### src/hw/rv_pkg.sv
package rv_pkg;

  typedef logic [31:0] word_t;      // data and byte addresses
  typedef logic [4:0]  reg_addr_t;  // x0..x31

  // RV32I major opcodes
  localparam logic [6:0] OP_ALU    = 7'b0110011;
  localparam logic [6:0] OP_ALUI   = 7'b0010011;
  localparam logic [6:0] OP_LOAD   = 7'b0000011;
  localparam logic [6:0] OP_STORE  = 7'b0100011;
  localparam logic [6:0] OP_BRANCH = 7'b1100011;
  localparam logic [6:0] OP_JAL    = 7'b1101111;
  localparam logic [6:0] OP_JALR   = 7'b1100111;
  localparam logic [6:0] OP_LUI    = 7'b0110111;
  localparam logic [6:0] OP_AUIPC  = 7'b0010111;

  typedef enum logic [3:0] {
    ALU_ADD,
    ALU_SUB,
    ALU_SLL,
    ALU_SLT,
    ALU_SLTU,
    ALU_XOR,
    ALU_SRL,
    ALU_SRA,
    ALU_OR,
    ALU_AND,
    ALU_EQ    // compares return 0 or 1
  } alu_op_e;

  typedef enum logic {
    A_REG,  // rs1
    A_PC
  } alu_a_e;

  typedef enum logic {
    B_REG,  // rs2
    B_IMM
  } alu_b_e;

  typedef enum logic [1:0] {
    WB_NONE,
    WB_ALU,
    WB_MEM,
    WB_PC_PLUS4
  } wb_src_e;

  typedef enum logic [1:0] {
    PC_NEXT,
    PC_ALU,     // jump target
    PC_BRANCH   // pc + imm when the compare holds
  } pc_src_e;

  typedef enum logic [2:0] {
    IMM_I,
    IMM_S,
    IMM_B,
    IMM_U,
    IMM_J
  } imm_fmt_e;

  typedef enum logic [1:0] {
    CU_FETCH,
    CU_EXEC,
    CU_WRITEBACK
  } cu_state_e;

endpackage

### src/hw/wb_arbiter.sv
`timescale 1ns/1ps

module wb_arbiter #(
  parameter int ADDR_W = 10
) (
  input  logic          clk,
  input  logic          rst,
  input  logic          ext_cyc,
  input  logic          ext_stb,
  input  logic          ext_we,
  input  rv_pkg::word_t ext_adr,
  input  rv_pkg::word_t ext_dat_w,
  output rv_pkg::word_t ext_dat_r,
  output logic          ext_ack,
  input  logic          dbus_cyc,
  input  logic          dbus_stb,
  input  logic          dbus_we,
  input  rv_pkg::word_t dbus_adr,
  input  rv_pkg::word_t dbus_dat_w,
  output rv_pkg::word_t dbus_dat_r,
  output logic          dbus_ack,
  input  logic          ibus_cyc,
  input  logic          ibus_stb,
  input  rv_pkg::word_t ibus_adr,
  output rv_pkg::word_t ibus_dat_r,
  output logic          ibus_ack,
  output logic          m_cyc,
  output logic          m_stb,
  output logic          m_we,
  output rv_pkg::word_t m_adr,
  output rv_pkg::word_t m_dat_w,
  input  rv_pkg::word_t m_dat_r,
  input  logic          m_ack
);

  typedef enum logic [1:0] {OWN_NONE, OWN_EXT, OWN_DBUS, OWN_IBUS} owner_e;

  owner_e        owner;
  logic          own_cyc;
  logic          own_stb;
  rv_pkg::word_t own_adr;

  always_ff @(posedge clk or negedge rst) begin
    if (!rst) begin
      owner <= OWN_NONE;
    end else if (owner == OWN_NONE) begin
      if (ext_cyc) owner <= OWN_EXT;            // fixed priority
      else if (dbus_cyc) owner <= OWN_DBUS;
      else if (ibus_cyc) owner <= OWN_IBUS;
    end else if (m_ack || !own_cyc) begin
      owner <= OWN_NONE;
    end
  end

  always_comb begin
    own_cyc = 1'b0;
    own_stb = 1'b0;
    m_we    = 1'b0;
    own_adr = '0;
    m_dat_w = '0;
    case (owner)
      OWN_EXT: begin
        own_cyc = ext_cyc;
        own_stb = ext_stb;
        m_we    = ext_we;
        own_adr = ext_adr;
        m_dat_w = ext_dat_w;
      end
      OWN_DBUS: begin
        own_cyc = dbus_cyc;
        own_stb = dbus_stb;
        m_we    = dbus_we;
        own_adr = dbus_adr;
        m_dat_w = dbus_dat_w;
      end
      OWN_IBUS: begin
        own_cyc = ibus_cyc;
        own_stb = ibus_stb;
        own_adr = ibus_adr;
      end
      default: ;
    endcase
  end

  assign m_cyc = own_cyc;
  assign m_stb = own_cyc && own_stb;
  assign m_adr = {{(32 - ADDR_W - 2){1'b0}}, own_adr[ADDR_W+1:0]};

  assign ext_ack  = (owner == OWN_EXT) && m_ack;
  assign dbus_ack = (owner == OWN_DBUS) && m_ack;
  assign ibus_ack = (owner == OWN_IBUS) && m_ack;

  assign ext_dat_r  = m_dat_r;
  assign dbus_dat_r = m_dat_r;
  assign ibus_dat_r = m_dat_r;

endmodule

### config.mk
export PLATFORM = sky130hd
export DESIGN_NAME = wb_arbiter
export DESIGN_NICKNAME = d
export VERILOG_FILES = /design/src/hw/rv_pkg.sv /design/src/hw/wb_arbiter.sv
export SDC_FILE = /design/constraint.sdc
export NUM_CORES = 1
export LEC_CHECK = 0
export BUFFER_PORTS_ARGS = -buffer_cell sky130_fd_sc_hd__buf_2
export CAP_MARGIN = 0
export CORE_AREA = 5 5 140 142
export CTS_CLUSTER_SIZE = 12
export DETAILED_ROUTE_END_ITERATION = 16
export DIE_AREA = 0 0 145 147
export GPL_TIMING_DRIVEN = 1
export PLACE_DENSITY_LB_ADDON = 0.12
export SKIP_CTS_REPAIR_TIMING = 1
export SLEW_MARGIN = 20
export SYNTH_ARGS = -nofsm -noshare
export SYNTH_HDL_FRONTEND = slang
export SYNTH_SLANG_ARGS = --single-unit
export TNS_END_PERCENT = 10
### constraint.sdc
create_clock -name clk -period 2.53 [get_ports clk]
set_input_delay 0.1265 -clock clk [delete_from_list [all_inputs] [get_ports clk]]
set_output_delay 0.1265 -clock clk [all_outputs]
set_load 0.02 [all_outputs]
---- After elaboration in Yosys (flattened, before gate mapping) ----
Cells that the tools add are included.
storage, ports and cells
  register bits ........................... 2
  input bits .............................. 203
  output and inout port bits .............. 166
  logic and storage cells ................. 24
operators by class
  eq/ne operators ......................... 4
  muxes and demuxes ....................... 10
  reductions and logical operators ........ 9
operators by type and width
  operator              number
  $pmux W32 S2          1
  $pmux W12 S3          1
  $mux W2               5
  $pmux W1 S3           2
  $eq A2 B2 Y1 const B  2
  $logic_and A1 B1 Y1   4
  $ne A4 B4 Y1 const B  1
  $eq A2 B1 Y1 const B  1
  $logic_not A2 Y1      1
  $pmux W1 S2           1
  $reduce_and A2 Y1     1
  $reduce_bool A2 Y1    1
  $logic_not A1 Y1      1
  $logic_or A1 B1 Y1    1

---- Longest topological paths before layout ----
Gate-level depths: netlist of run 1.
  depth after elaboration ................. 6
  depth in mapped cells ................... 6
  mapped depth without buffers ............ 5

---- Least setup slack after synthesis of run 1 ----
Ideal clock, no wire load.
  path kind ............................... flip-flop to output port
  from .................................... register owner[0]
  to ...................................... output port m_stb
  data arrival time ....................... 1.584 ns
  data required time ...................... 2.404 ns
  setup slack ............................. 0.819 ns
  cell stages (with the launch flop) ...... 7
  buffers on the path ..................... 2
  cells stage by stage .................... dfrtp_1 -> inv_1 -> ha_1 -> buf_2 -> buf_2 -> a222oi_1 -> nor3_1
on the way
  cells in the longest elaborated chain, start to end .. 3
  elaborated cells between the ends (all ways) .. 6
  those cells by class .................... eq/ne (3); mux (2); reduce/logical (1)
RTL lines
  element                                              line              source
  from (decl)                                          wb_arbiter.sv:38  owner_e owner;
  from (signal assigned)                               wb_arbiter.sv:45  owner <= OWN_NONE;
  from (signal assigned)                               wb_arbiter.sv:47  if (ext_cyc) owner <= OWN_EXT;
  from (signal assigned)                               wb_arbiter.sv:48  else if (dbus_cyc) owner <= OWN_DBUS;
  $eq A2 B2 Y1 / $eq A2 B1 Y1 (equally long branches)  wb_arbiter.sv:61  case (owner)
  $pmux W1 S3                                          wb_arbiter.sv:61
  $logic_and A1 B1 Y1 *                                wb_arbiter.sv:86  assign m_stb = own_cyc && own_stb;
  to (decl)                                            wb_arbiter.sv:28  output logic m_stb,
Mark *: on every way between the ends. The rest lies on a longest branch, timed or not.

---- Worst setup path after layout of run 1 ----
  from .................................... register owner[1]
  to ...................................... output port m_dat_w[12]
on the way
  cells in the longest elaborated chain, start to end .. 2
  elaborated cells between the ends (all ways) .. 3
  those cells by class .................... eq/ne (2); mux (1)
RTL lines
  element                                              line              source
  $eq A2 B2 Y1 / $eq A2 B1 Y1 (equally long branches)  wb_arbiter.sv:61
  $pmux W32 S2 *                                       wb_arbiter.sv:61
  to (decl)                                            wb_arbiter.sv:31  output rv_pkg::word_t m_dat_w,
Marks and branches as above.

==> out/qor.yml, run 1 <==
status: "complete, no violations"
crit_required_ps: 2400
layout-drive-gt1-share_pct: 56.7
dr_total_vias: 1766
drt-total-wl_mm: 6.63
cts_root_buf: "clkbuf_16"
cp.depth: 6
slowest_delay_ps: 460
grt_pass1_vias: 1876
maxSlewViolCount: 0
cts_tree: "done"
synthMuxAreaShare_pct: 0
ff_latch_area_um2: 50.0
drtPass1Iterations: 4
cts.sinks: 2
r2r_cells: 4
path_delay_family: "buffers and inverters"
top_regs: "owner: 2 flops"
place_hpwl_mm: 5.32
clk_latency_ps: 220
syn_area_um2: 1770
worst_setup_path_end_kind: "output port"
numPortBuffers: 160
cp_max_fo: 47
synth_edf_count: 0
rsz0062_at_grt: "no"
synthSimpleGateAreaFrac_pct: 16.8
tightest_slew_ps: 689
peakVddDrop_mv: 0.373
grt_max_degree: 48
fillers: 2147
clock_path_buffers: 2
overflow: 0
setup_viol: 0
remaining_drc_errors: 0
grt_pass1_wl_mm: 9.67
largest_reg_flops: 2
hold_depth: 2
nets: 509
wl_per_cell_um: 12.4
multi_input_area_um2: 845
fin_area_um2: 2110
fin_setup_tns_ps: 0
die_area_um2: 21300
slowest_stage: "buf_4"
final_common_cell: "buf_2"
cp-start-kind: "flip-flop"
layout_common_cells: "buf_2 (160), a22oi_1 (33), nor2b_1 (33)"
ys.flop_type: "dfrtp_1"
numCtsBuffers: 3
avgSynthCellArea_um2: 7.21
maxCapViolCount: 0
p_per_area_nw_per_um2: 959
rows: 50
hold_class: "input pin to flip-flop"
track_usage_pct: 5.48
synth-compound-area-share_pct: 23.7
top_register: "owner"
cts_max_level: 1
fin_ws_ps: 471
clk_pin_slew_ps: 30
yosys_warnings: 0
core_um2: 18300
fp.dieH_um: 147
antenna_found_initial: 1
hold_viol: 0
netlist_instances: 245
gp_congestion: 0.670
rrSetupSlack_ps: 700
timing.slew.headroom_pct: 54.1
post-route-min-period_ps: 2060
synthToLayoutAreaGrowth_pct: 19.6
ys_types: 19
via_per_inst: 3.30
drt-initial-drc-count: 121
leakage_nw: 1.07
start_util_pct: 9.64
postPlaceCellArea_um2: 2030
cp.buffers_inverters: 3
synth_top_family_by_area: "buffers and inverters"
synth_xor_xnor_area_share_pct: 0
io-pin-count: 369
ys_seq_elements: 2
p_total_mw: 2.03
timing.fmax_mhz: 486
fin_skew_ps: 0.184
crit_arrival_ps: 1930
async_flop_share_pct: 100
worstPathCellList: "inv_1, ha_2, buf_4, a22oi_1, nor2b_1, buf_2"
dpl_worst_slack_ps: 644
criticalPathCategory: "flip-flop to output port"
final.period_utilization_pct: 81.4
synthAdderAreaFrac_pct: 2.83
postRouteAntennaNets: 0
die_w_um: 145
synth-seq-area-share_pct: 2.83
power breakdown:
| group | switching (mW) | internal, mW |
|---|---|---|
| registers | 0.0187 | 0.0458 |
| logic | 1.08 | 0.641 |
| clock network | 0.0351 | 0.201 |
| total | 1.14 | 0.888 |
worst register-to-register path, delay by kind of cell (launching register included):
family	cells	cell delay, ps
AOI/OAI and AO/OA	2	630
DFF	1	410
and+or+nand+nor	1	190
adders and majority gates	1	430
synth_stat cells, types with 2 or more instances:
cell | number | area (um2)
clkbuf_1 | 8 | 30.0
buf_2 | 8 | 40.0
a222oi_1 | 14 | 140
dfrtp_1 | 2 | 50.1
and2_1 | 3 | 18.8
a22oi_1 | 33 | 248
nor3_1 | 2 | 10.0
nor2_1 | 13 | 48.8
ha_1 | 4 | 50.1
nor2b_1 | 33 | 206
inv_1 | 2 | 7.51
buf_4 | 116 | 871
per-stage QoR:
stage	hold WS [ps]	std cells	utilization [%]
finish	168	535	11.5
CTS	-311	533	11.5
global placement	-80.8	530	11.1
floorplan	-169	264	-
global route	214	535	11.5
detailed placement	-81.0	530	11.1
worst paths after layout:
| kind | start | to |
|---|---|---|
| max reg2reg | owner[0] | owner[1] |
| min in group asynchronous | rst | owner[1] |
| min | m_ack | owner[0] |
| min reg2reg | owner[1] | owner[1] |
| max | owner[1] | m_dat_w[12] |
| max in group asynchronous | rst | owner[0] |
layer usage:
metal	vias to the layer above	GRT usage, %	part of all wire [%]
met2	125	10.8	53
li1	826	-	-
met5	-	0	0
met4	0	3.30	3.5
met1	783	5.00	32
met3	32	1.36	11
cell type report:
type                    instances  share of cell area (%)
multi-input cells             128                    40.0
repair buffers                165                    39.8
well taps                     234                    13.9
clock buffers                   3                    3.55
flip-flops and latches          2                    2.37
inverters                       2                   0.355
diodes                          1                   0.118
kinds of logic after synthesis:
logic type	count (synthesis)
adders and majority gates	4
buffers and inverters	134
DFF	2
other	1
and+or+nand+nor	53
AOI/OAI and AO/OA	51
(Power assumes the default switching activity.)
==> run 2, diff against run 1 <==
- CORE_AREA: 5 5 140 142 -> 5 5 141 143
- DIE_AREA: 0 0 145 147 -> 0 0 146 148
- clock period: 2.53 -> 2 ns (I/O delays scaled with it)
==> run 2 against run 1 <==
  * Hold slack got worse by 16 ps
  * Setup slack got worse by 330 ps
  * Cell area rose by 2.6%
  * Sequential cell count stayed put
  * Register-to-register slack worse by 270 ps
  * Critical path depth unchanged
  * Sequential share of layout area shrank 0.060 points
  * Critical path type unchanged
==> out/qor.yml, run 2 (synthesis results as in run 1) <==
maxSlewViolCount: 0
worstPathCellList: "inv_1, ha_2, buf_4, a222oi_1, nor2_1, buf_2"
nets: 515
wl_met3_um: 677
final_common_cell: "buf_2"
rsz0062_at_grt: "no"
cp_max_fo: 17
synthToLayoutAreaGrowth_pct: 22.7
rows: 50
core_um2: 18500
finalNonFillerCells: 540
met1_length_mm: 2.52
hold_class: "input pin to flip-flop"
hold-worst-slack_ps: 152
cts_tree: "done"
io-pin-count: 369
track_usage_pct: 5.87
cts_max_level: 1
clock_path_buffers: 2
place_hpwl_mm: 5.87
postPlaceCellArea_um2: 2080
p_total_mw: 2.72
dr_total_vias: 1768
fin_area_um2: 2170
fin_setup_tns_ps: 0
fp.dieH_um: 148
layout-drive-gt1-share_pct: 57.5
die_area_um2: 21600
final.period_utilization_pct: 93.2
met2_length_mm: 3.81
hold_viol: 0
antenna_found_initial: 0
cts.sinks: 2
clk_pin_slew_ps: 30
slowest_delay_ps: 390
via_per_inst: 3.27
timing.fmax_mhz: 536
topRoutingLayerUsed: "met4"
leakage_nw: 1.10
remaining_drc_errors: 0
fin_ws_ps: 136
cp-start-kind: "flip-flop"
drt-initial-drc-count: 92
p_per_area_nw_per_um2: 1260
post-route-min-period_ps: 1860
postRouteAntennaNets: 0
crit_arrival_ps: 1760
largest_reg_flops: 2
numCtsBuffers: 3
grt_pass1_wl_mm: 10.4
cp.buffers_inverters: 3
overflow: 0
start_util_pct: 9.57
layout_common_cells: "buf_2 (160), a22oi_1 (33), nor2b_1 (33)"
fin_skew_ps: 0.861
path_delay_family: "buffers and inverters"
dpl_worst_slack_ps: 343
clk_latency_ps: 220
slowest_stage: "dfrtp_1"
top_register: "owner"
drt-total-wl_mm: 7.14
wl_per_cell_um: 13.2
cts_root_buf: "clkbuf_16"
drtPass1Iterations: 4
grt_max_degree: 31
worst_setup_path_end_kind: "output port"
num_antenna_cells: 0
place_inst: 536
die_w_um: 146
criticalPathCategory: "flip-flop to output port"
top_regs: "owner: 2 flops"
final_util_pct: 11.7
crit_required_ps: 1900
status: "complete, no violations"
gp_congestion: 0.676
grt_pass1_vias: 1878
setup_viol: 0
maxCapViolCount: 0
peakVddDrop_mv: 0.298
numPortBuffers: 160
fillers: 2160
==> run 2: routing by layer <==
metal,up-vias,GRT usage [%]
li1,835,-
met1,814,6.15
met2,96,11.3
met3,23,1.84
met4,0,1.65
met5,-,0
==> run 2: power breakdown <==
group / switching [mW] / internal, mW
clock: 0.0437 / 0.254
sequential: 0.0203 / 0.0580
combinational: 1.42 / 0.927
==> run 2: area by class of cell <==
type	instances	area (um2)	share of cell area (%)
multi-input cells	128	845	38.9
well taps	234	293	13.5
clock buffers	3	75.1	3.46
repair buffers	171	898	41.4
flip-flops and latches	2	50.0	2.31
inverters	2	7.51	0.346
==> run 2: worst paths after layout <==
kind / from / to / slack, ps / cells after the start
min in group asynchronous: rst / owner[1] / 200 / 2
worst max register to register: owner[1] / owner[1] / 430 / 6
worst max-delay path: owner[0] / m_adr[6] / 140 / 6
max in group asynchronous: rst / owner[0] / 1700 / 2
worst min register to register: owner[1] / owner[1] / 680 / 2
worst min-delay path: m_ack / owner[0] / 150 / 2
