### src/hw/rv_pkg.sv
package rv_pkg;

  typedef logic [31:0] word_t;      // data and byte addresses
  typedef logic [4:0]  reg_addr_t;  // x0..x31

  // RV32I major opcodes
  localparam logic [6:0] OP_ALU    = 7'b0110011;
  localparam logic [6:0] OP_ALUI   = 7'b0010011;
  localparam logic [6:0] OP_LOAD   = 7'b0000011;
  localparam logic [6:0] OP_STORE  = 7'b0100011;
  localparam logic [6:0] OP_BRANCH = 7'b1100011;
  localparam logic [6:0] OP_JAL    = 7'b1101111;
  localparam logic [6:0] OP_JALR   = 7'b1100111;
  localparam logic [6:0] OP_LUI    = 7'b0110111;
  localparam logic [6:0] OP_AUIPC  = 7'b0010111;

  typedef enum logic [3:0] {
    ALU_ADD,
    ALU_SUB,
    ALU_SLL,
    ALU_SLT,
    ALU_SLTU,
    ALU_XOR,
    ALU_SRL,
    ALU_SRA,
    ALU_OR,
    ALU_AND,
    ALU_EQ    // compares return 0 or 1
  } alu_op_e;

  typedef enum logic {
    A_REG,  // rs1
    A_PC
  } alu_a_e;

  typedef enum logic {
    B_REG,  // rs2
    B_IMM
  } alu_b_e;

  typedef enum logic [1:0] {
    WB_NONE,
    WB_ALU,
    WB_MEM,
    WB_PC_PLUS4
  } wb_src_e;

  typedef enum logic [1:0] {
    PC_NEXT,
    PC_ALU,     // jump target
    PC_BRANCH   // pc + imm when the compare holds
  } pc_src_e;

  typedef enum logic [2:0] {
    IMM_I,
    IMM_S,
    IMM_B,
    IMM_U,
    IMM_J
  } imm_fmt_e;

  typedef enum logic [1:0] {
    CU_FETCH,
    CU_EXEC,
    CU_WRITEBACK
  } cu_state_e;

endpackage

### src/hw/rv_alu.sv
`timescale 1ns/1ps

module rv_alu (
  input  rv_pkg::alu_op_e op,
  input  rv_pkg::word_t   a,
  input  rv_pkg::word_t   b,
  output rv_pkg::word_t   y
);

  logic [4:0] shamt;

  assign shamt = b[4:0];

  always_comb begin
    case (op)
      rv_pkg::ALU_ADD:  y = a + b;
      rv_pkg::ALU_SUB:  y = a - b;
      rv_pkg::ALU_SLL:  y = a << shamt;
      rv_pkg::ALU_SLT:  y = {31'b0, $signed(a) < $signed(b)};
      rv_pkg::ALU_SLTU: y = {31'b0, a < b};
      rv_pkg::ALU_XOR:  y = a ^ b;
      rv_pkg::ALU_SRL:  y = a >> shamt;
      rv_pkg::ALU_SRA:  y = $signed(a) >>> shamt;
      rv_pkg::ALU_OR:   y = a | b;
      rv_pkg::ALU_AND:  y = a & b;
      rv_pkg::ALU_EQ:   y = {31'b0, a == b};
      default:          y = '0;
    endcase
  end

endmodule

### src/hw/rv_regfile.sv
`timescale 1ns/1ps

module rv_regfile (
  input  logic              clk,
  input  logic              rst,
  input  rv_pkg::reg_addr_t ra1,
  input  rv_pkg::reg_addr_t ra2,
  output rv_pkg::word_t     rd1,
  output rv_pkg::word_t     rd2,
  input  logic              we,
  input  rv_pkg::reg_addr_t wa,
  input  rv_pkg::word_t     wd
);

  rv_pkg::word_t regs [1:31];

  always_ff @(posedge clk or negedge rst) begin
    if (!rst) begin
      for (int i = 1; i < 32; i++) regs[i] <= '0;
    end else if (we && wa != '0) begin
      regs[wa] <= wd;
    end
  end

  assign rd1 = (ra1 == '0) ? '0 : regs[ra1];  // x0 reads zero
  assign rd2 = (ra2 == '0) ? '0 : regs[ra2];

endmodule

### src/hw/rv_control.sv
`timescale 1ns/1ps

module rv_control (
  input  logic                clk,
  input  logic                rst,
  input  logic [6:0]          opcode,
  input  logic [2:0]          f3,
  input  logic [6:0]          f7,
  input  logic                mem_ack,
  input  logic                hold,
  output rv_pkg::cu_state_e   state,
  output rv_pkg::alu_a_e      alu_a,
  output rv_pkg::alu_b_e      alu_b,
  output rv_pkg::alu_op_e     alu_op,
  output logic                cmp_invert,
  output rv_pkg::imm_fmt_e    imm_fmt,
  output rv_pkg::wb_src_e     wb_src,
  output rv_pkg::pc_src_e     pc_src,
  output logic                mem_req,
  output logic                mem_we,
  output logic                load_ir,
  output logic                retire,
  output logic                fault
);

  logic            started;   // fetch cycle already on the bus
  logic            legal;
  logic            is_mem;
  logic            is_store;
  rv_pkg::alu_op_e arith_op;
  rv_pkg::alu_op_e cmp_op;

  always_ff @(posedge clk or negedge rst) begin
    if (!rst) begin
      state   <= rv_pkg::CU_FETCH;
      started <= 1'b0;
      fault   <= 1'b0;
    end else begin
      started <= (state == rv_pkg::CU_FETCH) && mem_req && !mem_ack;
      case (state)
        rv_pkg::CU_FETCH: if (mem_ack) state <= rv_pkg::CU_EXEC;
        rv_pkg::CU_EXEC: begin
          if (!legal) fault <= 1'b1;  // parks here until reset
          else if (!mem_req || mem_ack) state <= rv_pkg::CU_WRITEBACK;
        end
        default: state <= rv_pkg::CU_FETCH;
      endcase
    end
  end

  // hold only takes effect before the fetch cycle has started
  assign mem_req = (state == rv_pkg::CU_FETCH) ? (started || !hold)
                                               : (state == rv_pkg::CU_EXEC && is_mem);
  assign mem_we  = (state == rv_pkg::CU_EXEC) && is_store;
  assign load_ir = (state == rv_pkg::CU_FETCH) && mem_ack;
  assign retire  = (state == rv_pkg::CU_WRITEBACK);

  always_comb begin
    case (f3)
      3'd0: arith_op = (opcode == rv_pkg::OP_ALU && f7[5]) ? rv_pkg::ALU_SUB : rv_pkg::ALU_ADD;
      3'd1: arith_op = rv_pkg::ALU_SLL;
      3'd2: arith_op = rv_pkg::ALU_SLT;
      3'd3: arith_op = rv_pkg::ALU_SLTU;
      3'd4: arith_op = rv_pkg::ALU_XOR;
      3'd5: arith_op = f7[5] ? rv_pkg::ALU_SRA : rv_pkg::ALU_SRL;  // srai too
      3'd6: arith_op = rv_pkg::ALU_OR;
      default: arith_op = rv_pkg::ALU_AND;
    endcase
    case (f3[2:1])
      2'b10:   cmp_op = rv_pkg::ALU_SLT;
      2'b11:   cmp_op = rv_pkg::ALU_SLTU;
      default: cmp_op = rv_pkg::ALU_EQ;
    endcase
  end

  always_comb begin
    alu_a      = rv_pkg::A_REG;
    alu_b      = rv_pkg::B_REG;
    alu_op     = rv_pkg::ALU_ADD;
    cmp_invert = 1'b0;
    imm_fmt    = rv_pkg::IMM_I;
    wb_src     = rv_pkg::WB_NONE;
    pc_src     = rv_pkg::PC_NEXT;
    legal      = 1'b1;
    is_mem     = 1'b0;
    is_store   = 1'b0;
    case (opcode)
      rv_pkg::OP_ALU: begin
        alu_op = arith_op;
        wb_src = rv_pkg::WB_ALU;
      end
      rv_pkg::OP_ALUI: begin
        alu_b  = rv_pkg::B_IMM;
        alu_op = arith_op;
        wb_src = rv_pkg::WB_ALU;
      end
      rv_pkg::OP_LOAD: begin
        alu_b  = rv_pkg::B_IMM;
        wb_src = rv_pkg::WB_MEM;
        is_mem = 1'b1;
      end
      rv_pkg::OP_STORE: begin
        alu_b    = rv_pkg::B_IMM;
        imm_fmt  = rv_pkg::IMM_S;
        is_mem   = 1'b1;
        is_store = 1'b1;
      end
      rv_pkg::OP_BRANCH: begin
        alu_op     = cmp_op;
        cmp_invert = f3[0];  // bne, bge, bgeu
        imm_fmt    = rv_pkg::IMM_B;
        pc_src     = rv_pkg::PC_BRANCH;
      end
      rv_pkg::OP_JAL: begin
        alu_a   = rv_pkg::A_PC;
        alu_b   = rv_pkg::B_IMM;
        imm_fmt = rv_pkg::IMM_J;
        wb_src  = rv_pkg::WB_PC_PLUS4;
        pc_src  = rv_pkg::PC_ALU;
      end
      rv_pkg::OP_JALR: begin
        alu_b  = rv_pkg::B_IMM;
        wb_src = rv_pkg::WB_PC_PLUS4;
        pc_src = rv_pkg::PC_ALU;
      end
      rv_pkg::OP_LUI: begin
        alu_b   = rv_pkg::B_IMM;   // core reads x0 as operand a
        imm_fmt = rv_pkg::IMM_U;
        wb_src  = rv_pkg::WB_ALU;
      end
      rv_pkg::OP_AUIPC: begin
        alu_a   = rv_pkg::A_PC;
        alu_b   = rv_pkg::B_IMM;
        imm_fmt = rv_pkg::IMM_U;
        wb_src  = rv_pkg::WB_ALU;
      end
      default: legal = 1'b0;
    endcase
  end

endmodule

### src/hw/rv_core.sv
`timescale 1ns/1ps

module rv_core (
  input  logic          clk,
  input  logic          rst,
  input  logic          hold,
  output logic          ibus_cyc,
  output logic          ibus_stb,
  output rv_pkg::word_t ibus_adr,
  input  rv_pkg::word_t ibus_dat_r,
  input  logic          ibus_ack,
  output logic          dbus_cyc,
  output logic          dbus_stb,
  output logic          dbus_we,
  output rv_pkg::word_t dbus_adr,
  output rv_pkg::word_t dbus_dat_w,
  input  rv_pkg::word_t dbus_dat_r,
  input  logic          dbus_ack,
  output logic          retire,
  output rv_pkg::word_t retire_pc,
  output logic          fault
);

  rv_pkg::word_t      pc;
  rv_pkg::word_t      pc_plus4;
  rv_pkg::word_t      pc_next;
  rv_pkg::word_t      ir;
  rv_pkg::word_t      ld_data;
  rv_pkg::word_t      imm;
  rv_pkg::word_t      rd1;
  rv_pkg::word_t      rd2;
  rv_pkg::word_t      op_a;
  rv_pkg::word_t      op_b;
  rv_pkg::word_t      alu_y;
  rv_pkg::word_t      wb_data;
  rv_pkg::reg_addr_t  ra1;
  rv_pkg::cu_state_e  state;
  rv_pkg::alu_a_e     alu_a;
  rv_pkg::alu_b_e     alu_b;
  rv_pkg::alu_op_e    alu_op;
  rv_pkg::imm_fmt_e   imm_fmt;
  rv_pkg::wb_src_e    wb_src;
  rv_pkg::pc_src_e    pc_src;
  logic               cmp_invert;
  logic               taken;
  logic               mem_req;
  logic               mem_we;
  logic               mem_ack;
  logic               load_ir;

  rv_control u_control (
    .clk(clk), .rst(rst), .opcode(ir[6:0]), .f3(ir[14:12]), .f7(ir[31:25]),
    .mem_ack(mem_ack), .hold(hold), .state(state), .alu_a(alu_a), .alu_b(alu_b),
    .alu_op(alu_op), .cmp_invert(cmp_invert), .imm_fmt(imm_fmt), .wb_src(wb_src),
    .pc_src(pc_src), .mem_req(mem_req), .mem_we(mem_we), .load_ir(load_ir),
    .retire(retire), .fault(fault)
  );

  // lui adds its immediate to x0
  assign ra1 = (imm_fmt == rv_pkg::IMM_U) ? '0 : ir[19:15];

  rv_regfile u_regfile (
    .clk(clk), .rst(rst), .ra1(ra1), .ra2(ir[24:20]), .rd1(rd1), .rd2(rd2),
    .we(retire && wb_src != rv_pkg::WB_NONE), .wa(ir[11:7]), .wd(wb_data)
  );

  always_comb begin
    case (imm_fmt)
      rv_pkg::IMM_S: imm = {{20{ir[31]}}, ir[31:25], ir[11:7]};
      rv_pkg::IMM_B: imm = {{19{ir[31]}}, ir[31], ir[7], ir[30:25], ir[11:8], 1'b0};
      rv_pkg::IMM_U: imm = {ir[31:12], 12'b0};
      rv_pkg::IMM_J: imm = {{11{ir[31]}}, ir[31], ir[19:12], ir[20], ir[30:21], 1'b0};
      default:       imm = {{20{ir[31]}}, ir[31:20]};
    endcase
  end

  assign op_a = (alu_a == rv_pkg::A_PC) ? pc : rd1;
  assign op_b = (alu_b == rv_pkg::B_IMM) ? imm : rd2;

  rv_alu u_alu (.op(alu_op), .a(op_a), .b(op_b), .y(alu_y));

  assign taken    = alu_y[0] ^ cmp_invert;
  assign pc_plus4 = pc + 32'd4;

  always_comb begin
    case (pc_src)
      rv_pkg::PC_ALU:    pc_next = {alu_y[31:1], 1'b0};  // jalr clears bit 0
      rv_pkg::PC_BRANCH: pc_next = taken ? pc + imm : pc_plus4;
      default:           pc_next = pc_plus4;
    endcase
    case (wb_src)
      rv_pkg::WB_MEM:      wb_data = ld_data;
      rv_pkg::WB_PC_PLUS4: wb_data = pc_plus4;
      default:             wb_data = alu_y;
    endcase
  end

  always_ff @(posedge clk or negedge rst) begin
    if (!rst) pc <= '0;
    else if (retire) pc <= pc_next;
  end

  always_ff @(posedge clk) begin
    if (load_ir) ir <= ibus_dat_r;
    if (dbus_ack) ld_data <= dbus_dat_r;
  end

  // one request line, steered by the state
  assign mem_ack = (state == rv_pkg::CU_FETCH) ? ibus_ack : dbus_ack;

  assign ibus_cyc   = mem_req && state == rv_pkg::CU_FETCH;
  assign ibus_stb   = ibus_cyc;
  assign ibus_adr   = pc;
  assign dbus_cyc   = mem_req && state == rv_pkg::CU_EXEC;
  assign dbus_stb   = dbus_cyc;
  assign dbus_we    = mem_we;
  assign dbus_adr   = alu_y;
  assign dbus_dat_w = rd2;
  assign retire_pc  = pc;

endmodule

### config.mk
export PLATFORM = sky130hd
export DESIGN_NAME = rv_core
export DESIGN_NICKNAME = d
export VERILOG_FILES = /design/src/hw/rv_pkg.sv /design/src/hw/rv_alu.sv /design/src/hw/rv_regfile.sv /design/src/hw/rv_control.sv /design/src/hw/rv_core.sv
export SDC_FILE = /design/constraint.sdc
export NUM_CORES = 2
export LEC_CHECK = 0
export CELL_PAD_IN_SITES_DETAIL_PLACEMENT = 1
export CELL_PAD_IN_SITES_GLOBAL_PLACEMENT = 2
export CORE_ASPECT_RATIO = 0.5
export CORE_MARGIN = 2
export CORE_UTILIZATION = 35
export DETAILED_ROUTE_END_ITERATION = 8
export DONT_BUFFER_PORTS = 1
export PLACE_DENSITY = 0.81
export SYNTH_ARGS = -nofsm -noshare
export SYNTH_HDL_FRONTEND = slang
export SYNTH_SLANG_ARGS = --single-unit
export TNS_END_PERCENT = 30
### constraint.sdc
create_clock -name clk -period 7.45 [get_ports clk]
set_clock_uncertainty 0.05 [all_clocks]
set_input_delay 0.745 -clock clk [delete_from_list [all_inputs] [get_ports clk]]
set_output_delay 0.745 -clock clk [all_outputs]
set_load 0.05 [all_outputs]
## Word level (Yosys, flattened, before mapping)

Index checks and enable logic that the tools add are counted.

| word-level totals | value |
|---|---|
| memory bits (writable) | 0 |
| memories kept | 0 |
| logic and storage cells | 170 |
| output and inout port bits | 135 |
| memory bits (read-only) | 0 |
| input bits | 69 |
| register bits after elaboration | 1092 |
| bits in latches | 0 |

| operators by class | value |
|---|---|
| multipliers | 0 |
| mux-type cells | 39 |
| div/mod/pow operators | 0 |
| add/sub/neg operators | 4 |
| bitwise gates (word level) | 8 |
| order comparisons | 6 |
| eq/ne operators | 41 |
| shifts and indexed selects | 3 |
| reduce and logical (&&, ||, !) cells | 32 |

Operators by type and width:

| kind | number |
|---|---|
| bitwise mux 992 bit | 1 |
| case mux 32 bit (11 select lines) | 1 |
| binary-select mux 32 bit (select 5 bit) | 2 |
| two-way mux 32 bit | 10 |
| demux 32 bit (select 5 bit) | 1 |
| case mux 32 bit (2 select lines) | 2 |
| case mux 31 bit (4 select lines) | 1 |
| adder 32 bit | 2 |
| < comparator 32 bit | 2 |
| adder 32 x 3 -> 32 bit, second input constant | 1 |
| AND 32 bit | 1 |
| equality test 32 bit | 1 |
| bitwise OR 32 bit | 1 |
| << shifter 32 x 5 -> 32 bit | 1 |
| right shift 32 x 5 -> 32 bit | 1 |
| >>> shifter 32 x 5 -> 32 bit | 1 |
| subtractor 32 bit | 1 |
| XOR 32 bit | 1 |
| case mux 4 bit (7 select lines) | 1 |
| equality test 7 x 6 -> 1 bit, second input constant | 3 |
| equality test 7 bit, second input constant | 3 |
| greater-or-equal comparator 6 bit, second input constant | 3 |
| NOT 5 -> 6 bit | 3 |
| equality test 4 x 3 -> 1 bit, second input constant | 4 |
| other kinds (36) | 85 |

## Longest topological paths before layout

| logic depth | value |
|---|---|
| depth after elaboration | 16 |
| depth in mapped cells | 31 |
| gate-level depth less buffers | 25 |

## Modules after synthesis

A second synthesis with hierarchy kept.

| unflattened totals | value |
|---|---|
| cells, all modules | 5976 |
| area, all modules | 71015.6 µm² |

Modules (own cells, without submodules):

| module | cells an instance | times used | seq. area each (µm²) | area an instance (µm²) |
|---|---|---|---|---|
| rv_regfile | 3628 | 1 | 24823.8 | 52948.3 |
| rv_alu | 1360 | 1 | 0.0 | 9107.5 |
| rv_core | 912 | 1 | 2722.6 | 8426.8 |
| rv_control | 76 | 1 | 100.1 | 533.0 |

## Worst setup path before layout

Ideal clock, no wire load.

| timing | value |
|---|---|
| path kind | reg2out |
| from | register ir[20] |
| to | output port dbus_adr[31] |
| slack | -0.601 ns |
| data required time | 6.655 ns |
| data arrival time | 7.256 ns |
| stages on the path, launching flop included | 25 |
| path buffers | 7 |
| path through | edfxtp_1 > buf_6 > buf_6 > buf_6 > buf_6 > clkbuf_1 > buf_1 > buf_1 > mux4_2 > mux4_2 > mux2i_1 > inv_1 > a21boi_0 > ha_1 > a21o_1 > a211o_1 > a2111oi_0 > o21ai_0 > or3_1 > a311oi_1 > nor3_1 > nand2_1 > a21oi_1 > xnor2_1 > o211ai_1 |

| on the way | value |
|---|---|
| cells in the longest elaborated chain, start to end | 8 |
| elaborated cells on any way between the ends | 17 |
| classes of those cells | add/sub (2); shift (3); mux (7); bitwise (4); reduce/logical (1) |

RTL lines:

| what | line | RTL |
|---|---|---|
| from (decl) | rv_core.sv:27 | `rv_pkg::word_t ir;` |
| from (signal assigned) | rv_core.sv:104 | `if (load_ir) ir <= ibus_dat_r;` |
| NOT 5 -> 6 bit (implied by the code) | rv_regfile.sv:26 | `assign rd2 = (ra2 == '0) ? '0 : regs[ra2];` |
| binary-select mux 32 bit (select 5 bit) | rv_regfile.sv:26 |  |
| two-way mux 32 bit (implied by the code) (2 in series) | rv_regfile.sv:26 |  |
| two-way mux 32 bit * | rv_regfile.sv:26 |  |
| via dbus_dat_w[18] | rv_core.sv:16 | `output rv_pkg::word_t dbus_dat_w,` |
| two-way mux 32 bit * | rv_core.sv:78 | `assign op_b = (alu_b == rv_pkg::B_IMM) ? imm : rd2;` |
| subtractor 32 bit / adder 32 bit (equally long branches) | rv_alu.sv:17, rv_alu.sv:16 |  |
| case mux 32 bit (11 select lines) * | rv_alu.sv:15 | `case (op)` |
| to (decl) | rv_core.sv:15 | `output rv_pkg::word_t dbus_adr,` |

Mark *: on every way through the listed nets, which the timed path passes. The rest lies on a longest branch. The select of a mux whose other input is x is not followed.

## Worst setup path in the final report

| timing | value |
|---|---|
| from | register ir[20] |
| to | output port dbus_adr[5] |

| on the way | value |
|---|---|
| cells in the longest elaborated chain, start to end | 8 |
| elaborated cells on any way between the ends | 17 |
| classes of those cells | add/sub (2); shift (3); mux (7); bitwise (4); reduce/logical (1) |

RTL lines:

| what | line | RTL |
|---|---|---|
| NOT 5 -> 6 bit (implied by the code) | rv_regfile.sv:26 |  |
| binary-select mux 32 bit (select 5 bit) | rv_regfile.sv:26 |  |
| two-way mux 32 bit (implied by the code) (2 in series) | rv_regfile.sv:26 |  |
| two-way mux 32 bit | rv_regfile.sv:26 |  |
| two-way mux 32 bit * | rv_core.sv:78 |  |
| subtractor 32 bit, or another cell as far along | rv_alu.sv:17 | `rv_pkg::ALU_SUB: y = a - b;` |
| case mux 32 bit (11 select lines) * | rv_alu.sv:15 |  |

Mark *: on every way between the ends. The rest lies on a longest branch, timed or not. The select of a mux whose other input is x is not followed.

==> impl_metrics.tcl <==
set metrics [dict create \
    status "complete, but fails checks" \
    violations "max-capacitance violations, negative setup slack" \
    synthToLayoutAreaGrowth_pct 18.1 \
    hp-class "in2reg" \
    num_rows 116 \
    fmax_ghz 0.130 \
    synthArstFlopShare_pct 94.1 \
    start_util_pct 35.2 \
    grt_overflow 0 \
    final_area_um2 83200 \
    portBuffers 0 \
    start_kind "register" \
    maxCapViolCount 2 \
    maxSlewHeadroom_pct 0.132 \
    clk_latency_ns 0.79 \
    slew_violations 0 \
    finalNetCount 7553 \
    clk_path_buf_depth 3 \
    dpl_cell_area_um2 76000 \
    finalCritPeriodShare_pct 103 \
    end_kind "output port" \
    vias 67529 \
    dp_cells 9701 \
    die_height_um 321 \
    setup_tns_ns -0.512 \
    syn-num-nets 7410 \
    hold_violations 0 \
    power_density_nw_per_um2 314 \
    wl_per_cell_um 36.2 \
    mostFrequentLayoutCells "1021 x dfrtp_1, 840 x nand2_1, 684 x nor2_1" \
    dp.final_hpwl_um 246000 \
    fillCellCount 22134 \
    io_pins 204 \
    drt_iter0_markers 9761 \
    drc_errors 0 \
    synth_area_um2 70400 \
    hold_slack_ns 0.0367 \
    coreArea_um2 200000 \
    ys.flop_type "dfrtp_1" \
    yosys_register_bits 1092 \
    crit_type "reg2out" \
    synth-edff-count 64 \
    grt_setup_unrepaired "true" \
    setup_viol_count_final 8 \
    cts_tree "built" \
    dieArea_um2 205000 \
    synth_warnings 0 \
    worst_ir_drop_vdd_uv 247 \
    synth_cells 7206 \
    dr.pass1.iters 6 \
    p_total_mw 26.2 \
    grt_max_degree 230 \
    worst_ep_required_time_ns 6.65 \
    drt_wl_total_um 366000 \
    stdcell_count 10115 \
    grt_pass1_wl_um 510000 \
    leakage_nw 35.7 \
    cts_buffers 117 \
    path_clk_slew_ns 0.07 \
    ys_types 119 \
    gp_congestion 1.02 \
    antenna_found_initial 33 \
    grt_pass1_vias 66761 \
    arrival_ns 6.88 \
    cts.sinks 1092 \
    layout_commonest_cell "dfrtp_1" \
    finalWorstPathRequiredPeriod_ns 7.67 \
    avgSynthCellArea_um2 9.78 \
    crit_fanout 7 \
    grt_usage_pct 34.5 \
    fin_ws_ns -0.220 \
    seq_area_frac_synth_pct 39.2 \
    htreeDepth 3 \
    root_buffer "clkbuf_16" \
    vias_per_cell 6.68 \
    drive_above_1_share_pct 23.8 \
    ant_nets 0 \
    tightest_slew_ns 1.49 \
    die_w_um 638 \
]
-- synth_stat cells, types with 65 or more instances --
master,n,share of area [%]
dfrtp_1,1028,37
nand2_1,865,4.6
nor2_1,705,3.8
a21oi_1,619,4.4
o21ai_0,602,4.3
mux4_2,406,13
clkbuf_1,380,2.0
mux2_2,238,3.8
mux2i_1,193,2.7
inv_1,144,0.77
buf_2,140,0.99
ha_1,132,2.3
buf_4,93,0.99
o21ai_1,87,0.62
nand3_1,86,0.61
a211oi_1,84,0.90
a221oi_1,79,0.98
nor3_1,77,0.55
o211ai_1,68,0.72
o22ai_1,65,0.58
-- power breakdown --
part	internal [mW]	total, mW	switching (mW)
clock	3.55	6.26	2.71
sequential	6.30	6.76	0.459
combinational	4.19	13.1	8.95
-- per-stage QoR --
| stage | utilization, % | setup WS, ns |
|---|---|---|
| 3_3_place_gp | 38.0 | -0.0235 |
| 4_1_cts | 41.0 | -0.0794 |
| 5_1_grt | 41.6 | -0.227 |
| 3_5_place_dp | 38.0 | -0.210 |
| 2_1_floorplan | - | 0.0116 |
| 6_report | 41.6 | -0.220 |
-- worst paths after layout --
kind | start | endpoint | slack, ns | cells past startpoint
worst max register to register | ir[4] | ibus_adr[30] | 0.31 | 20
worst min register to register | u_regfile.regs[535] | u_regfile.regs[535] | 0.45 | 2
worst min-delay path | dbus_ack | ld_data[12] | 0.04 | 0
worst max-delay path | ir[20] | dbus_adr[5] | -0.22 | 14
min in group asynchronous | rst | u_regfile.regs[32] | 0.25 | 1
max in group asynchronous | rst | ibus_adr[23] | 4.24 | 4
-- timing repair --
action                                 CTS  global route
setup buffers                           53            37
gates cloned                            15            12
pin swaps                               23            32
endpoints found under the hold margin  166             0
setup endpoints to repair              124            27
gates resized for setup                109           109
hold buffers                            67             0
-- per-layer routing --
layer	track usage (%)	wire (um)	vias up
li1	-	-	26869
met4	22.8	27700	32
met3	12.5	47600	1288
met2	49.4	153000	4610
met5	1.94	237	-
met1	43.6	137000	34730
-- registers in the layout (all words and copies together) (netlist names) --
| name | flops |
|---|---|
| u_control.state | 2 |
| ibus_adr | 32 |
| u_regfile.regs | 992 |
| u_control.started | 1 |
| u_control.fault | 1 |
| ir | 32 |
| ld_data | 32 |
-- critical path, cell delays in order (launching register included) --
cell and delay (ns):
edfxtp_1 0.37, buf_4 0.14, bufbuf_16 0.27, buf_4 0.22, mux4_2 0.53, nand2b_1 0.24, a31oi_4 0.43, a21oi_4 0.24
o211ai_1 1.21, o2111ai_1 0.83, o211ai_1 0.32, nor3_1 0.10, o211ai_1 0.64, a21o_1 0.23, buf_4 0.26
-- logic make-up after synthesis --
family / Yosys count / synth area share, %
buffers and inverters: 863 / 5.87
AOI/OAI and AO/OA: 2172 / 19.5
and+or+nand+nor: 2036 / 12.5
adders and majority gates: 135 / 2.43
DFF: 1092 / 39.2
muxes: 841 / 19.6
xor gates and xnor gates: 67 / 0.833
-- cell type report --
class                   count  area [um^2]  share of cell area [%]
multi-input cells        5252        39900                    48.0
well taps                2655         3320                    3.99
diodes                     11         27.5                  0.0331
inverters                 159          602                   0.724
clock buffers             174         3450                    4.15
clock inverters            45          549                   0.660
flip-flops and latches   1092        27700                    33.3
repair buffers            727         7630                    9.18
Note: power is estimated with default switching activity, not from simulation.
